$ cat config.mk
export PLATFORM = sky130hd
export DESIGN_NAME = cpu_core
export DESIGN_NICKNAME = d
export VERILOG_FILES = /design/src/verilog/isa_pkg.sv /design/src/verilog/pipe_pkg.sv /design/src/verilog/decoder.sv /design/src/verilog/hazard_unit.sv /design/src/verilog/regfile.sv /design/src/verilog/alu.sv /design/src/verilog/cpu_core.sv
export VERILOG_INCLUDE_DIRS = /design/src /design/src/include
export SDC_FILE = /design/constraint.sdc
export NUM_CORES = 2
export LEC_CHECK = 0
export BUFFER_PORTS_ARGS = -buffer_cell sky130_fd_sc_hd__buf_4
export CAP_MARGIN = 20
export CELL_PAD_IN_SITES_DETAIL_PLACEMENT = 0
export CELL_PAD_IN_SITES_GLOBAL_PLACEMENT = 1
export CORE_ASPECT_RATIO = 1.2
export CORE_MARGIN = 2
export CORE_UTILIZATION = 45
export CTS_CLUSTER_SIZE = 10
export DETAILED_ROUTE_END_ITERATION = 7
export GPL_ROUTABILITY_DRIVEN = 1
export GPL_TIMING_DRIVEN = 0
export PLACE_DENSITY_LB_ADDON = 0.08
export SYNTH_ARGS = -nofsm -noshare
export SYNTH_HDL_FRONTEND = slang
export SYNTH_SLANG_ARGS = --single-unit
$ cat constraint.sdc
create_clock -name clk -period 8.3 [get_ports clk]
set_input_delay 0.415 -clock clk [delete_from_list [all_inputs] [get_ports clk]]
set_output_delay 0.415 -clock clk [all_outputs]
set_load 0.02 [all_outputs]
$ cat src/include/cpu_params.svh
`ifndef CPU_PARAMS_SVH
`define CPU_PARAMS_SVH

// Memory depths in 32-bit words
`define IMEM_WORDS 256
`define DMEM_WORDS 256

// Word index widths derived from the depths
`define IMEM_AW $clog2(`IMEM_WORDS)
`define DMEM_AW $clog2(`DMEM_WORDS)

// Top address bits that must all be one to hit the I/O port
`define IO_TAG_BITS 6

`define RESET_PC 32'h0000_0000

`endif

$ cat src/verilog/isa_pkg.sv
package isa_pkg;

	typedef logic [4:0] reg_t;

	typedef enum logic [5:0] {
		OP_RTYPE = 6'h00,
		OP_J     = 6'h02,
		OP_JAL   = 6'h03,
		OP_BEQ   = 6'h04,
		OP_BNE   = 6'h05,
		OP_ADDIU = 6'h09,
		OP_SLTI  = 6'h0a,
		OP_ANDI  = 6'h0c,
		OP_ORI   = 6'h0d,
		OP_LUI   = 6'h0f,
		OP_LW    = 6'h23,
		OP_SW    = 6'h2b
	} opcode_e;

	// R-type function field
	typedef enum logic [5:0] {
		F_SLL  = 6'h00,
		F_SRL  = 6'h02,
		F_JR   = 6'h08,
		F_ADDU = 6'h21,
		F_SUBU = 6'h23,
		F_AND  = 6'h24,
		F_OR   = 6'h25,
		F_XOR  = 6'h26,
		F_SLT  = 6'h2a
	} funct_e;

	typedef struct packed {
		opcode_e    op;
		reg_t       rs;
		reg_t       rt;
		reg_t       rd;
		logic [4:0] shamt;
		funct_e     funct;
	} r_fmt_t;

	typedef struct packed {
		opcode_e     op;
		reg_t        rs;
		reg_t        rt;
		logic [15:0] imm;
	} i_fmt_t;

	typedef struct packed {
		opcode_e     op;
		logic [25:0] target;
	} j_fmt_t;

	// Same 32 bits, three views
	typedef union packed {
		r_fmt_t r;
		i_fmt_t i;
		j_fmt_t j;
	} instr_u;

	typedef enum logic [3:0] {
		ALU_ADD,
		ALU_SUB,
		ALU_AND,
		ALU_OR,
		ALU_XOR,
		ALU_SLT,
		ALU_SLL,
		ALU_SRL,
		ALU_LUI
	} alu_op_e;

endpackage

$ cat src/verilog/pipe_pkg.sv
package pipe_pkg;

	// Control bundle produced in decode
	typedef struct packed {
		logic              regwrite;
		logic              memtoreg;
		logic              memread;
		logic              memwrite;
		logic              branch;
		logic              branch_ne;
		logic              alusrc;
		logic              regdst;
		logic              jump;
		logic              jump_reg;
		logic              link;
		isa_pkg::alu_op_e  alu_op;
	} ctrl_t;

	typedef enum logic [1:0] {
		FWD_REG,
		FWD_EX,
		FWD_MEM,
		FWD_WB
	} fwd_sel_e;

	typedef struct packed {
		logic [31:0]     pc_next;
		isa_pkg::instr_u instr;
	} if_id_t;

	typedef struct packed {
		ctrl_t          ctrl;
		logic [31:0]    pc_next;
		logic [31:0]    rs_data;
		logic [31:0]    rt_data;
		logic [31:0]    imm;
		logic [31:0]    jtarget;
		logic [4:0]     shamt;
		isa_pkg::reg_t  rt;
		isa_pkg::reg_t  rd;
	} id_ex_t;

	typedef struct packed {
		ctrl_t          ctrl;
		logic [31:0]    branch_target;
		logic           zero;
		logic [31:0]    result;
		logic [31:0]    rt_data;
		isa_pkg::reg_t  dst;
	} ex_mem_t;

	typedef struct packed {
		logic           regwrite;
		logic [31:0]    wdata;
		isa_pkg::reg_t  dst;
	} mem_wb_t;

	// Data bus request, driven from the memory stage
	typedef struct packed {
		logic [31:0] addr;
		logic [31:0] wdata;
		logic        read;
		logic        write;
	} dbus_t;

endpackage

$ cat src/verilog/decoder.sv
`timescale 1ns/1ps

module decoder
	import isa_pkg::*;
	import pipe_pkg::*;
(
	input  instr_u instr,
	output ctrl_t  ctrl
);

	always_comb begin
		// Anything not matched below stays a no-op
		ctrl = '0;
		ctrl.alu_op = ALU_ADD;
		case (instr.r.op)
			OP_RTYPE: begin
				ctrl.regwrite = 1'b1;
				ctrl.regdst = 1'b1;
				case (instr.r.funct)
					F_ADDU: ctrl.alu_op = ALU_ADD;
					F_SUBU: ctrl.alu_op = ALU_SUB;
					F_AND:  ctrl.alu_op = ALU_AND;
					F_OR:   ctrl.alu_op = ALU_OR;
					F_XOR:  ctrl.alu_op = ALU_XOR;
					F_SLT:  ctrl.alu_op = ALU_SLT;
					F_SLL:  ctrl.alu_op = ALU_SLL;
					F_SRL:  ctrl.alu_op = ALU_SRL;
					F_JR: begin
						ctrl.regwrite = 1'b0;
						ctrl.regdst = 1'b0;
						ctrl.jump = 1'b1;
						ctrl.jump_reg = 1'b1;
					end
					default: begin
						ctrl.regwrite = 1'b0;
						ctrl.regdst = 1'b0;
					end
				endcase
			end
			OP_ADDIU: ctrl = '{regwrite: 1'b1, alusrc: 1'b1, alu_op: ALU_ADD, default: '0};
			OP_SLTI:  ctrl = '{regwrite: 1'b1, alusrc: 1'b1, alu_op: ALU_SLT, default: '0};
			OP_ANDI:  ctrl = '{regwrite: 1'b1, alusrc: 1'b1, alu_op: ALU_AND, default: '0};
			OP_ORI:   ctrl = '{regwrite: 1'b1, alusrc: 1'b1, alu_op: ALU_OR, default: '0};
			OP_LUI:   ctrl = '{regwrite: 1'b1, alusrc: 1'b1, alu_op: ALU_LUI, default: '0};
			OP_LW: begin
				ctrl.regwrite = 1'b1;
				ctrl.memread = 1'b1;
				ctrl.memtoreg = 1'b1;
				ctrl.alusrc = 1'b1;
			end
			OP_SW: begin
				ctrl.memwrite = 1'b1;
				ctrl.alusrc = 1'b1;
			end
			// Compare by subtraction, zero flag decides
			OP_BEQ: ctrl = '{branch: 1'b1, alu_op: ALU_SUB, default: '0};
			OP_BNE: ctrl = '{branch: 1'b1, branch_ne: 1'b1, alu_op: ALU_SUB, default: '0};
			OP_J:   ctrl.jump = 1'b1;
			OP_JAL: begin
				ctrl.jump = 1'b1;
				ctrl.link = 1'b1;
				ctrl.regwrite = 1'b1;
			end
			default: ;
		endcase
	end

endmodule

$ cat src/verilog/hazard_unit.sv
`timescale 1ns/1ps

module hazard_unit
	import isa_pkg::*;
	import pipe_pkg::*;
(
	input  reg_t     rs,
	input  reg_t     rt,
	input  reg_t     ex_dst,
	input  reg_t     mem_dst,
	input  reg_t     wb_dst,
	input  logic     ex_rw,
	input  logic     ex_load,
	input  logic     mem_rw,
	input  logic     wb_rw,
	output fwd_sel_e fwd_rs,
	output fwd_sel_e fwd_rt,
	output logic     stall
);

	// Youngest producer wins
	function automatic fwd_sel_e pick(input reg_t src, input reg_t e_dst, input logic e_rw,
			input reg_t m_dst, input logic m_rw, input reg_t w_dst, input logic w_rw);
		fwd_sel_e sel;
		sel = FWD_REG;
		if (src != '0) begin
			if (e_rw && e_dst == src)
				sel = FWD_EX;
			else if (m_rw && m_dst == src)
				sel = FWD_MEM;
			else if (w_rw && w_dst == src)
				sel = FWD_WB;
		end
		return sel;
	endfunction

	assign fwd_rs = pick(rs, ex_dst, ex_rw, mem_dst, mem_rw, wb_dst, wb_rw);
	assign fwd_rt = pick(rt, ex_dst, ex_rw, mem_dst, mem_rw, wb_dst, wb_rw);

	// Load data only exists one stage later
	assign stall = ex_load && ex_dst != '0 && (ex_dst == rs || ex_dst == rt);

endmodule

$ cat src/verilog/regfile.sv
`timescale 1ns/1ps

module regfile (
	input  logic        clk,
	input  logic        rst_n,
	input  logic [4:0]  rs_addr,
	input  logic [4:0]  rt_addr,
	input  logic        we,
	input  logic [4:0]  wr_addr,
	input  logic [31:0] wr_data,
	output logic [31:0] rs_data,
	output logic [31:0] rt_data
);

	logic [31:0] regs [32];

	always_ff @(posedge clk) begin
		if (!rst_n) begin
			for (int i = 0; i < 32; i++)
				regs[i] <= '0;
		end else if (we && wr_addr != '0) begin
			regs[wr_addr] <= wr_data;
		end
	end

	// Bypass acts as write-first within the cycle
	assign rs_data = (rs_addr == '0) ? '0 : (we && wr_addr == rs_addr) ? wr_data : regs[rs_addr];
	assign rt_data = (rt_addr == '0) ? '0 : (we && wr_addr == rt_addr) ? wr_data : regs[rt_addr];

endmodule

$ cat src/verilog/alu.sv
`timescale 1ns/1ps

module alu
	import isa_pkg::*;
(
	input  alu_op_e     op,
	input  logic [31:0] a,
	input  logic [31:0] b,
	input  logic [4:0]  shamt,
	output logic [31:0] result,
	output logic        zero
);

	always_comb begin
		case (op)
			ALU_ADD: result = a + b;
			ALU_SUB: result = a - b;
			ALU_AND: result = a & b;
			ALU_OR:  result = a | b;
			ALU_XOR: result = a ^ b;
			ALU_SLT: result = {31'b0, $signed(a) < $signed(b)};
			// Shifts work on the rt operand
			ALU_SLL: result = b << shamt;
			ALU_SRL: result = b >> shamt;
			ALU_LUI: result = {b[15:0], 16'b0};
			default: result = '0;
		endcase
	end

	// Used by beq/bne
	assign zero = (result == '0);

endmodule

$ cat src/verilog/cpu_core.sv
`timescale 1ns/1ps
`include "cpu_params.svh"

module cpu_core
	import isa_pkg::*;
	import pipe_pkg::*;
(
	input  logic        clk,
	input  logic        rst_n,
	output logic [31:0] imem_addr,
	input  logic [31:0] imem_data,
	output dbus_t       dbus,
	input  logic [31:0] dmem_rdata
);

	logic [31:0] pc, pc_plus4, pc_next;
	if_id_t if_id;
	id_ex_t id_ex;
	ex_mem_t ex_mem;
	mem_wb_t mem_wb;
	logic stall, ex_jump, br_taken;
	logic [31:0] ex_target;

	function automatic logic [31:0] fwd_mux(input fwd_sel_e sel, input logic [31:0] rf,
			input logic [31:0] ex, input logic [31:0] mem, input logic [31:0] wb);
		case (sel)
			FWD_EX:  return ex;
			FWD_MEM: return mem;
			FWD_WB:  return wb;
			default: return rf;
		endcase
	endfunction

	////////////////////////////////////////
	// Fetch
	////////////////////////////////////////

	assign pc_plus4 = pc + 32'd4;
	assign imem_addr = pc;

	// Branch in memory is older than a jump in execute
	assign pc_next = br_taken ? ex_mem.branch_target : ex_jump ? ex_target : pc_plus4;

	always_ff @(posedge clk) begin
		if (!rst_n)
			pc <= `RESET_PC;
		else if (!stall || br_taken)
			pc <= pc_next;
	end

	always_ff @(posedge clk) begin
		if (!rst_n || ex_jump || br_taken) begin
			if_id <= '0;
		end else if (!stall) begin
			if_id.pc_next <= pc_plus4;
			if_id.instr <= imem_data;
		end
	end

	////////////////////////////////////////
	// Decode
	////////////////////////////////////////

	ctrl_t id_ctrl;
	fwd_sel_e fwd_rs, fwd_rt;
	logic [31:0] rf_rs, rf_rt, id_imm;
	logic [31:0] ex_result, mem_wdata;
	logic id_zext;
	reg_t ex_dst;

	decoder u_decoder (.instr(if_id.instr), .ctrl(id_ctrl));

	regfile u_regfile (
		.clk(clk), .rst_n(rst_n),
		.rs_addr(if_id.instr.r.rs), .rt_addr(if_id.instr.r.rt),
		.we(mem_wb.regwrite), .wr_addr(mem_wb.dst), .wr_data(mem_wb.wdata),
		.rs_data(rf_rs), .rt_data(rf_rt)
	);

	hazard_unit u_hazard (
		.rs(if_id.instr.r.rs), .rt(if_id.instr.r.rt),
		.ex_dst(ex_dst), .mem_dst(ex_mem.dst), .wb_dst(mem_wb.dst),
		.ex_rw(id_ex.ctrl.regwrite && !id_ex.ctrl.memread),
		.ex_load(id_ex.ctrl.memread),
		.mem_rw(ex_mem.ctrl.regwrite), .wb_rw(mem_wb.regwrite),
		.fwd_rs(fwd_rs), .fwd_rt(fwd_rt), .stall(stall)
	);

	// andi/ori take the immediate unsigned
	assign id_zext = (if_id.instr.i.op == OP_ANDI) || (if_id.instr.i.op == OP_ORI);
	assign id_imm = id_zext ? {16'b0, if_id.instr.i.imm}
			: {{16{if_id.instr.i.imm[15]}}, if_id.instr.i.imm};

	always_ff @(posedge clk) begin
		if (!rst_n || stall || ex_jump || br_taken) begin
			id_ex <= '0;
		end else begin
			id_ex.ctrl <= id_ctrl;
			id_ex.pc_next <= if_id.pc_next;
			id_ex.rs_data <= fwd_mux(fwd_rs, rf_rs, ex_result, mem_wdata, mem_wb.wdata);
			id_ex.rt_data <= fwd_mux(fwd_rt, rf_rt, ex_result, mem_wdata, mem_wb.wdata);
			id_ex.imm <= id_imm;
			id_ex.jtarget <= {if_id.pc_next[31:28], if_id.instr.j.target, 2'b00};
			id_ex.shamt <= if_id.instr.r.shamt;
			id_ex.rt <= if_id.instr.r.rt;
			id_ex.rd <= if_id.instr.r.rd;
		end
	end

	////////////////////////////////////////
	// Execute
	////////////////////////////////////////

	logic [31:0] alu_result;
	logic alu_zero;

	alu u_alu (
		.op(id_ex.ctrl.alu_op), .a(id_ex.rs_data),
		.b(id_ex.ctrl.alusrc ? id_ex.imm : id_ex.rt_data),
		.shamt(id_ex.shamt), .result(alu_result), .zero(alu_zero)
	);

	// jal writes the return address into r31
	assign ex_result = id_ex.ctrl.link ? id_ex.pc_next : alu_result;
	assign ex_dst = id_ex.ctrl.link ? 5'd31 : id_ex.ctrl.regdst ? id_ex.rd : id_ex.rt;
	assign ex_jump = id_ex.ctrl.jump;
	assign ex_target = id_ex.ctrl.jump_reg ? id_ex.rs_data : id_ex.jtarget;

	always_ff @(posedge clk) begin
		if (!rst_n || br_taken) begin
			ex_mem <= '0;
		end else begin
			ex_mem.ctrl <= id_ex.ctrl;
			ex_mem.branch_target <= id_ex.pc_next + {id_ex.imm[29:0], 2'b00};
			ex_mem.zero <= alu_zero;
			ex_mem.result <= ex_result;
			ex_mem.rt_data <= id_ex.rt_data;
			ex_mem.dst <= ex_dst;
		end
	end

	////////////////////////////////////////
	// Memory and write-back
	////////////////////////////////////////

	assign br_taken = ex_mem.ctrl.branch && (ex_mem.zero ^ ex_mem.ctrl.branch_ne);

	assign dbus.addr = ex_mem.result;
	assign dbus.wdata = ex_mem.rt_data;
	assign dbus.read = ex_mem.ctrl.memread;
	assign dbus.write = ex_mem.ctrl.memwrite;

	assign mem_wdata = ex_mem.ctrl.memtoreg ? dmem_rdata : ex_mem.result;

	always_ff @(posedge clk) begin
		if (!rst_n) begin
			mem_wb <= '0;
		end else begin
			mem_wb.regwrite <= ex_mem.ctrl.regwrite;
			mem_wb.wdata <= mem_wdata;
			mem_wb.dst <= ex_mem.dst;
		end
	end

endmodule

==> impl_metrics.json <==
{
  "hp-class": "in -> reg",
  "dieArea_um2": 185000,
  "ys_warn_count": 0,
  "p_per_area_nw_per_um2": 202,
  "wl_per_cell_um": 43.7,
  "cts_buffers": 164,
  "core_um2": 180000,
  "synth_enable_flop_cells": 1024,
  "clkTransAtPathRegs_ns": 0.06,
  "layout-drive-gt1-share_pct": 20.9,
  "sw_frac_of_total_pct": 32.2,
  "synthCells": 6699,
  "r2r-start": "id_ex[63]",
  "synth_top_cell_area_share_pct": 37.7,
  "cp_data_arrival_time_ns": 9.02,
  "finalHoldViolCount": 0,
  "cts_tree": "done",
  "fin_nets": 7429,
  "final.period_utilization_pct": 100,
  "hold_path_startpoint": "imem_data[24]",
  "crit_path_start": "id_ex[63]",
  "internal_power_w": 0.0129,
  "final.setup.worst_slack_ns": -0.0275,
  "final-setup-viol-count": 1,
  "crit_required_ns": 8.99,
  "finalPower_w": 0.0191,
  "yosysMostFrequentCell": "and2_1",
  "clock_skew_ns": 0.0547,
  "worst_hold_slack_ns": 0.0634,
  "dp_hpwl_um": 319000,
  "grt_pass1_wl_um": 565000,
  "ant_nets": 0,
  "relSlewSlack_pct": 10.5,
  "regArea_um2": 38500,
  "crit_type": "reg -> reg",
  "yosysSeqAreaShare_pct": 47.3,
  "grt_pass1_vias": 64373,
  "async_flop_share_pct": 0,
  "start_util_pct": 45.2,
  "totalWireLength_um": 425000,
  "grt_max_degree": 33,
  "cts_buffer_depth": 3,
  "rsz0062_at_grt": "false",
  "min_period_ns": 8.33,
  "start_kind": "flip-flop",
  "vias": 66547,
  "synthToLayoutAreaGrowth_pct": 15.7,
  "power.switching_w": 0.00613,
  "maxSlewViolCount": 0,
  "ys_top_cells_by_area": "edfxtp_1 (38%), mux4_2 (19%), dfxtp_1 (9.5%), and2_1 (8.0%), clkbuf_1 (2.3%)",
  "drt-pass1-iter-count": 8,
  "fillers": 15855,
  "outcome": "finished with violations",
  "overflow": 0,
  "ys_seq_elements": 1412,
  "synth-main-ff-cell": "edfxtp_1",
  "peakVddDrop_mv": 0.224,
  "synth_top_cell_by_area": "edfxtp_1",
  "pwr-share-seq_pct": 43.1,
  "post_cts_buffers": 0,
  "track_usage_pct": 45.8,
  "cap_violations": 0,
  "clk-insertion-delay-late_ns": 0.86,
  "dieWidth_um": 393,
  "cts_root_buf": "clkbuf_16",
  "multi_input_area_um2": 40000,
  "p_leak_nw": 34.3,
  "pwr-share-clk_pct": 35.8,
  "grt_antenna_before_repair": 48,
  "max_slew.worst_pin.slew_ns": 1.33,
  "cts-htree-levels": 4,
  "synth.avg_cell_area_um2": 12.2,
  "drt_iter0_drc": 10121,
  "pwr-share-comb_pct": 21.1,
  "crit_path_end_kind": "flip-flop",
  "synth_cell_types": 96,
  "path_max_fanout": 14,
  "violations": "design-rule violations, negative setup slack",
  "io_buffers": 163,
  "drcViolationCount": 1,
  "fmax_ghz": 0.120,
  "ios": 164,
  "place.gp.congestion": 1.03,
  "via_per_inst": 6.84,
  "synthTopCellsByCount": "and2_1 (1,042), edfxtp_1 (1,024), mux4_2 (681)",
  "cts.sinks": 1412,
  "die_h_um": 470,
  "rows": 171,
  "netlist_area_um2": 81500
}
[cell type report]
class,count,area share (%)
multi-input cells,4481,42.4
well taps,2422,3.21
plain buffers,695,3.26
inverters,138,0.549
clock buffers,202,4.51
clock inverters,23,0.536
flip-flops and latches,1412,40.8
diodes,20,0.0531
repair buffers,342,4.61
[final timing paths]
path	endpoint	slack [ns]	cells past startpoint
worst max register to register	ex_mem[69]	-0.03	18
worst min register to register	imem_addr[2]	0.44	2
worst max-delay path	ex_mem[69]	-0.03	18
worst min-delay path	flip-flop	0.06	3
[through the flow]
step / util [%] / setup slack, ns / instance area (um^2) / TNS [ns] / std cells
after detailed placement: 49.4 / -1.07 / 89100 / -6.76 / 9454
after global placement: 47.6 / -1.27 / 85900 / -473.62 / 9315
final: 52.3 / -0.0275 / 94300 / -0.0275 / 9735
after floorplan: - / 2.41 / 81600 / 0 / 6730
after CTS: 52.2 / 0.0785 / 94200 / 0 / 9706
after global routing: 52.3 / 0.0693 / 94300 / 0 / 9719
[timing repair]
item / 4_1_cts / 5_1_grt
endpoints found under the hold margin: 34 / 0
hold buffers: 30 / 0
endpoints found under the setup margin: 23 / 3
resized for setup: 6 / 2
[metal layers]
| metal | up-vias | wire [um] | track usage (%) |
|---|---|---|---|
| li1 | 26137 | - | - |
| met4 | 16 | 46800 | 40.1 |
| met1 | 33658 | 143000 | 53.1 |
| met3 | 1562 | 47200 | 13.2 |
| met5 | - | 132 | 0.158 |
| met2 | 5174 | 188000 | 69.1 |
[registers in the layout, summed over array words and instances (netlist names), named ones only]
signal,flops
ex_mem,42
if_id,64
mem_wb,38
ex_jump,1
imem_addr,32
id_ex,136
dbus,65
u_regfile.regs,1024
[power by group through the flow]
stage | Combinational, W | Clock [W] | Sequential, W
after floorplan | 0.00202 | 0 | 0.00814
after global placement | 0.00363 | 0 | 0.00838
after detailed placement | 0.00381 | 0 | 0.00834
after CTS | 0.00383 | 0.00679 | 0.00819
after global routing | 0.00405 | 0.00705 | 0.00822
final | 0.00402 | 0.00683 | 0.00822
[worst max-delay path, stage by stage (launching register included)]
cell and delay [ns]:
dfxtp_1 0.61, buf_16 0.22, clkbuf_1 0.90, and2_1 0.24, clkbuf_1 0.70, clkbuf_1 0.47, a21oi_1 0.15, ha_1 0.44
or3_1 0.46, nand3b_1 0.26, nor3_1 0.36, o211ai_1 0.33, a31oi_1 0.31, o21bai_1 0.21, o211a_1 0.36, nor3_1 0.92
nand3b_1 0.14, or4_1 0.45, nor4_2 0.56
[cells by family (layout without fill, tap and decap cells)]
group	Yosys count	in the layout	synth area share, %
and+or+nand+nor	2280	2280	15.1
muxes	926	926	21.9
buffers and inverters	837	1400	4.29
xor gates and xnor gates	94	94	1.01
other	1	52	0.00460
adders and majority gates	129	129	2.01
DFF	1412	1412	47.3
AOI/OAI and AO/OA	1020	1020	8.39
[placed cells by master, fill, tap and decap left out, drive strengths merged, types with 17 or more instances in the layout]
cell type / count
a211oi: 91
edfxtp: 1024
nor4: 19
nor2: 475
mux2i: 176
a21o: 37
a221oi: 37
ha: 126
diode: 20
nand2: 285
or3: 25
o21ai: 189
nand2b: 41
xor2: 45
clkinv: 17
a21oi: 266
o21a: 17
mux4: 681
xnor2: 49
o211ai: 43
or2: 21
nand3: 65
conb: 32
o22ai: 43
a22oi: 27
nand4: 17
and3: 100
dfxtp: 388
clkbuf: 697
nor2b: 43
o221ai: 43
a31oi: 25
inv: 140
and2: 1042
dlygate4sd3: 30
nor3: 84
o21bai: 19
mux2: 69
buf: 511
No activity file was read; power rests on OpenSTA's default activity.
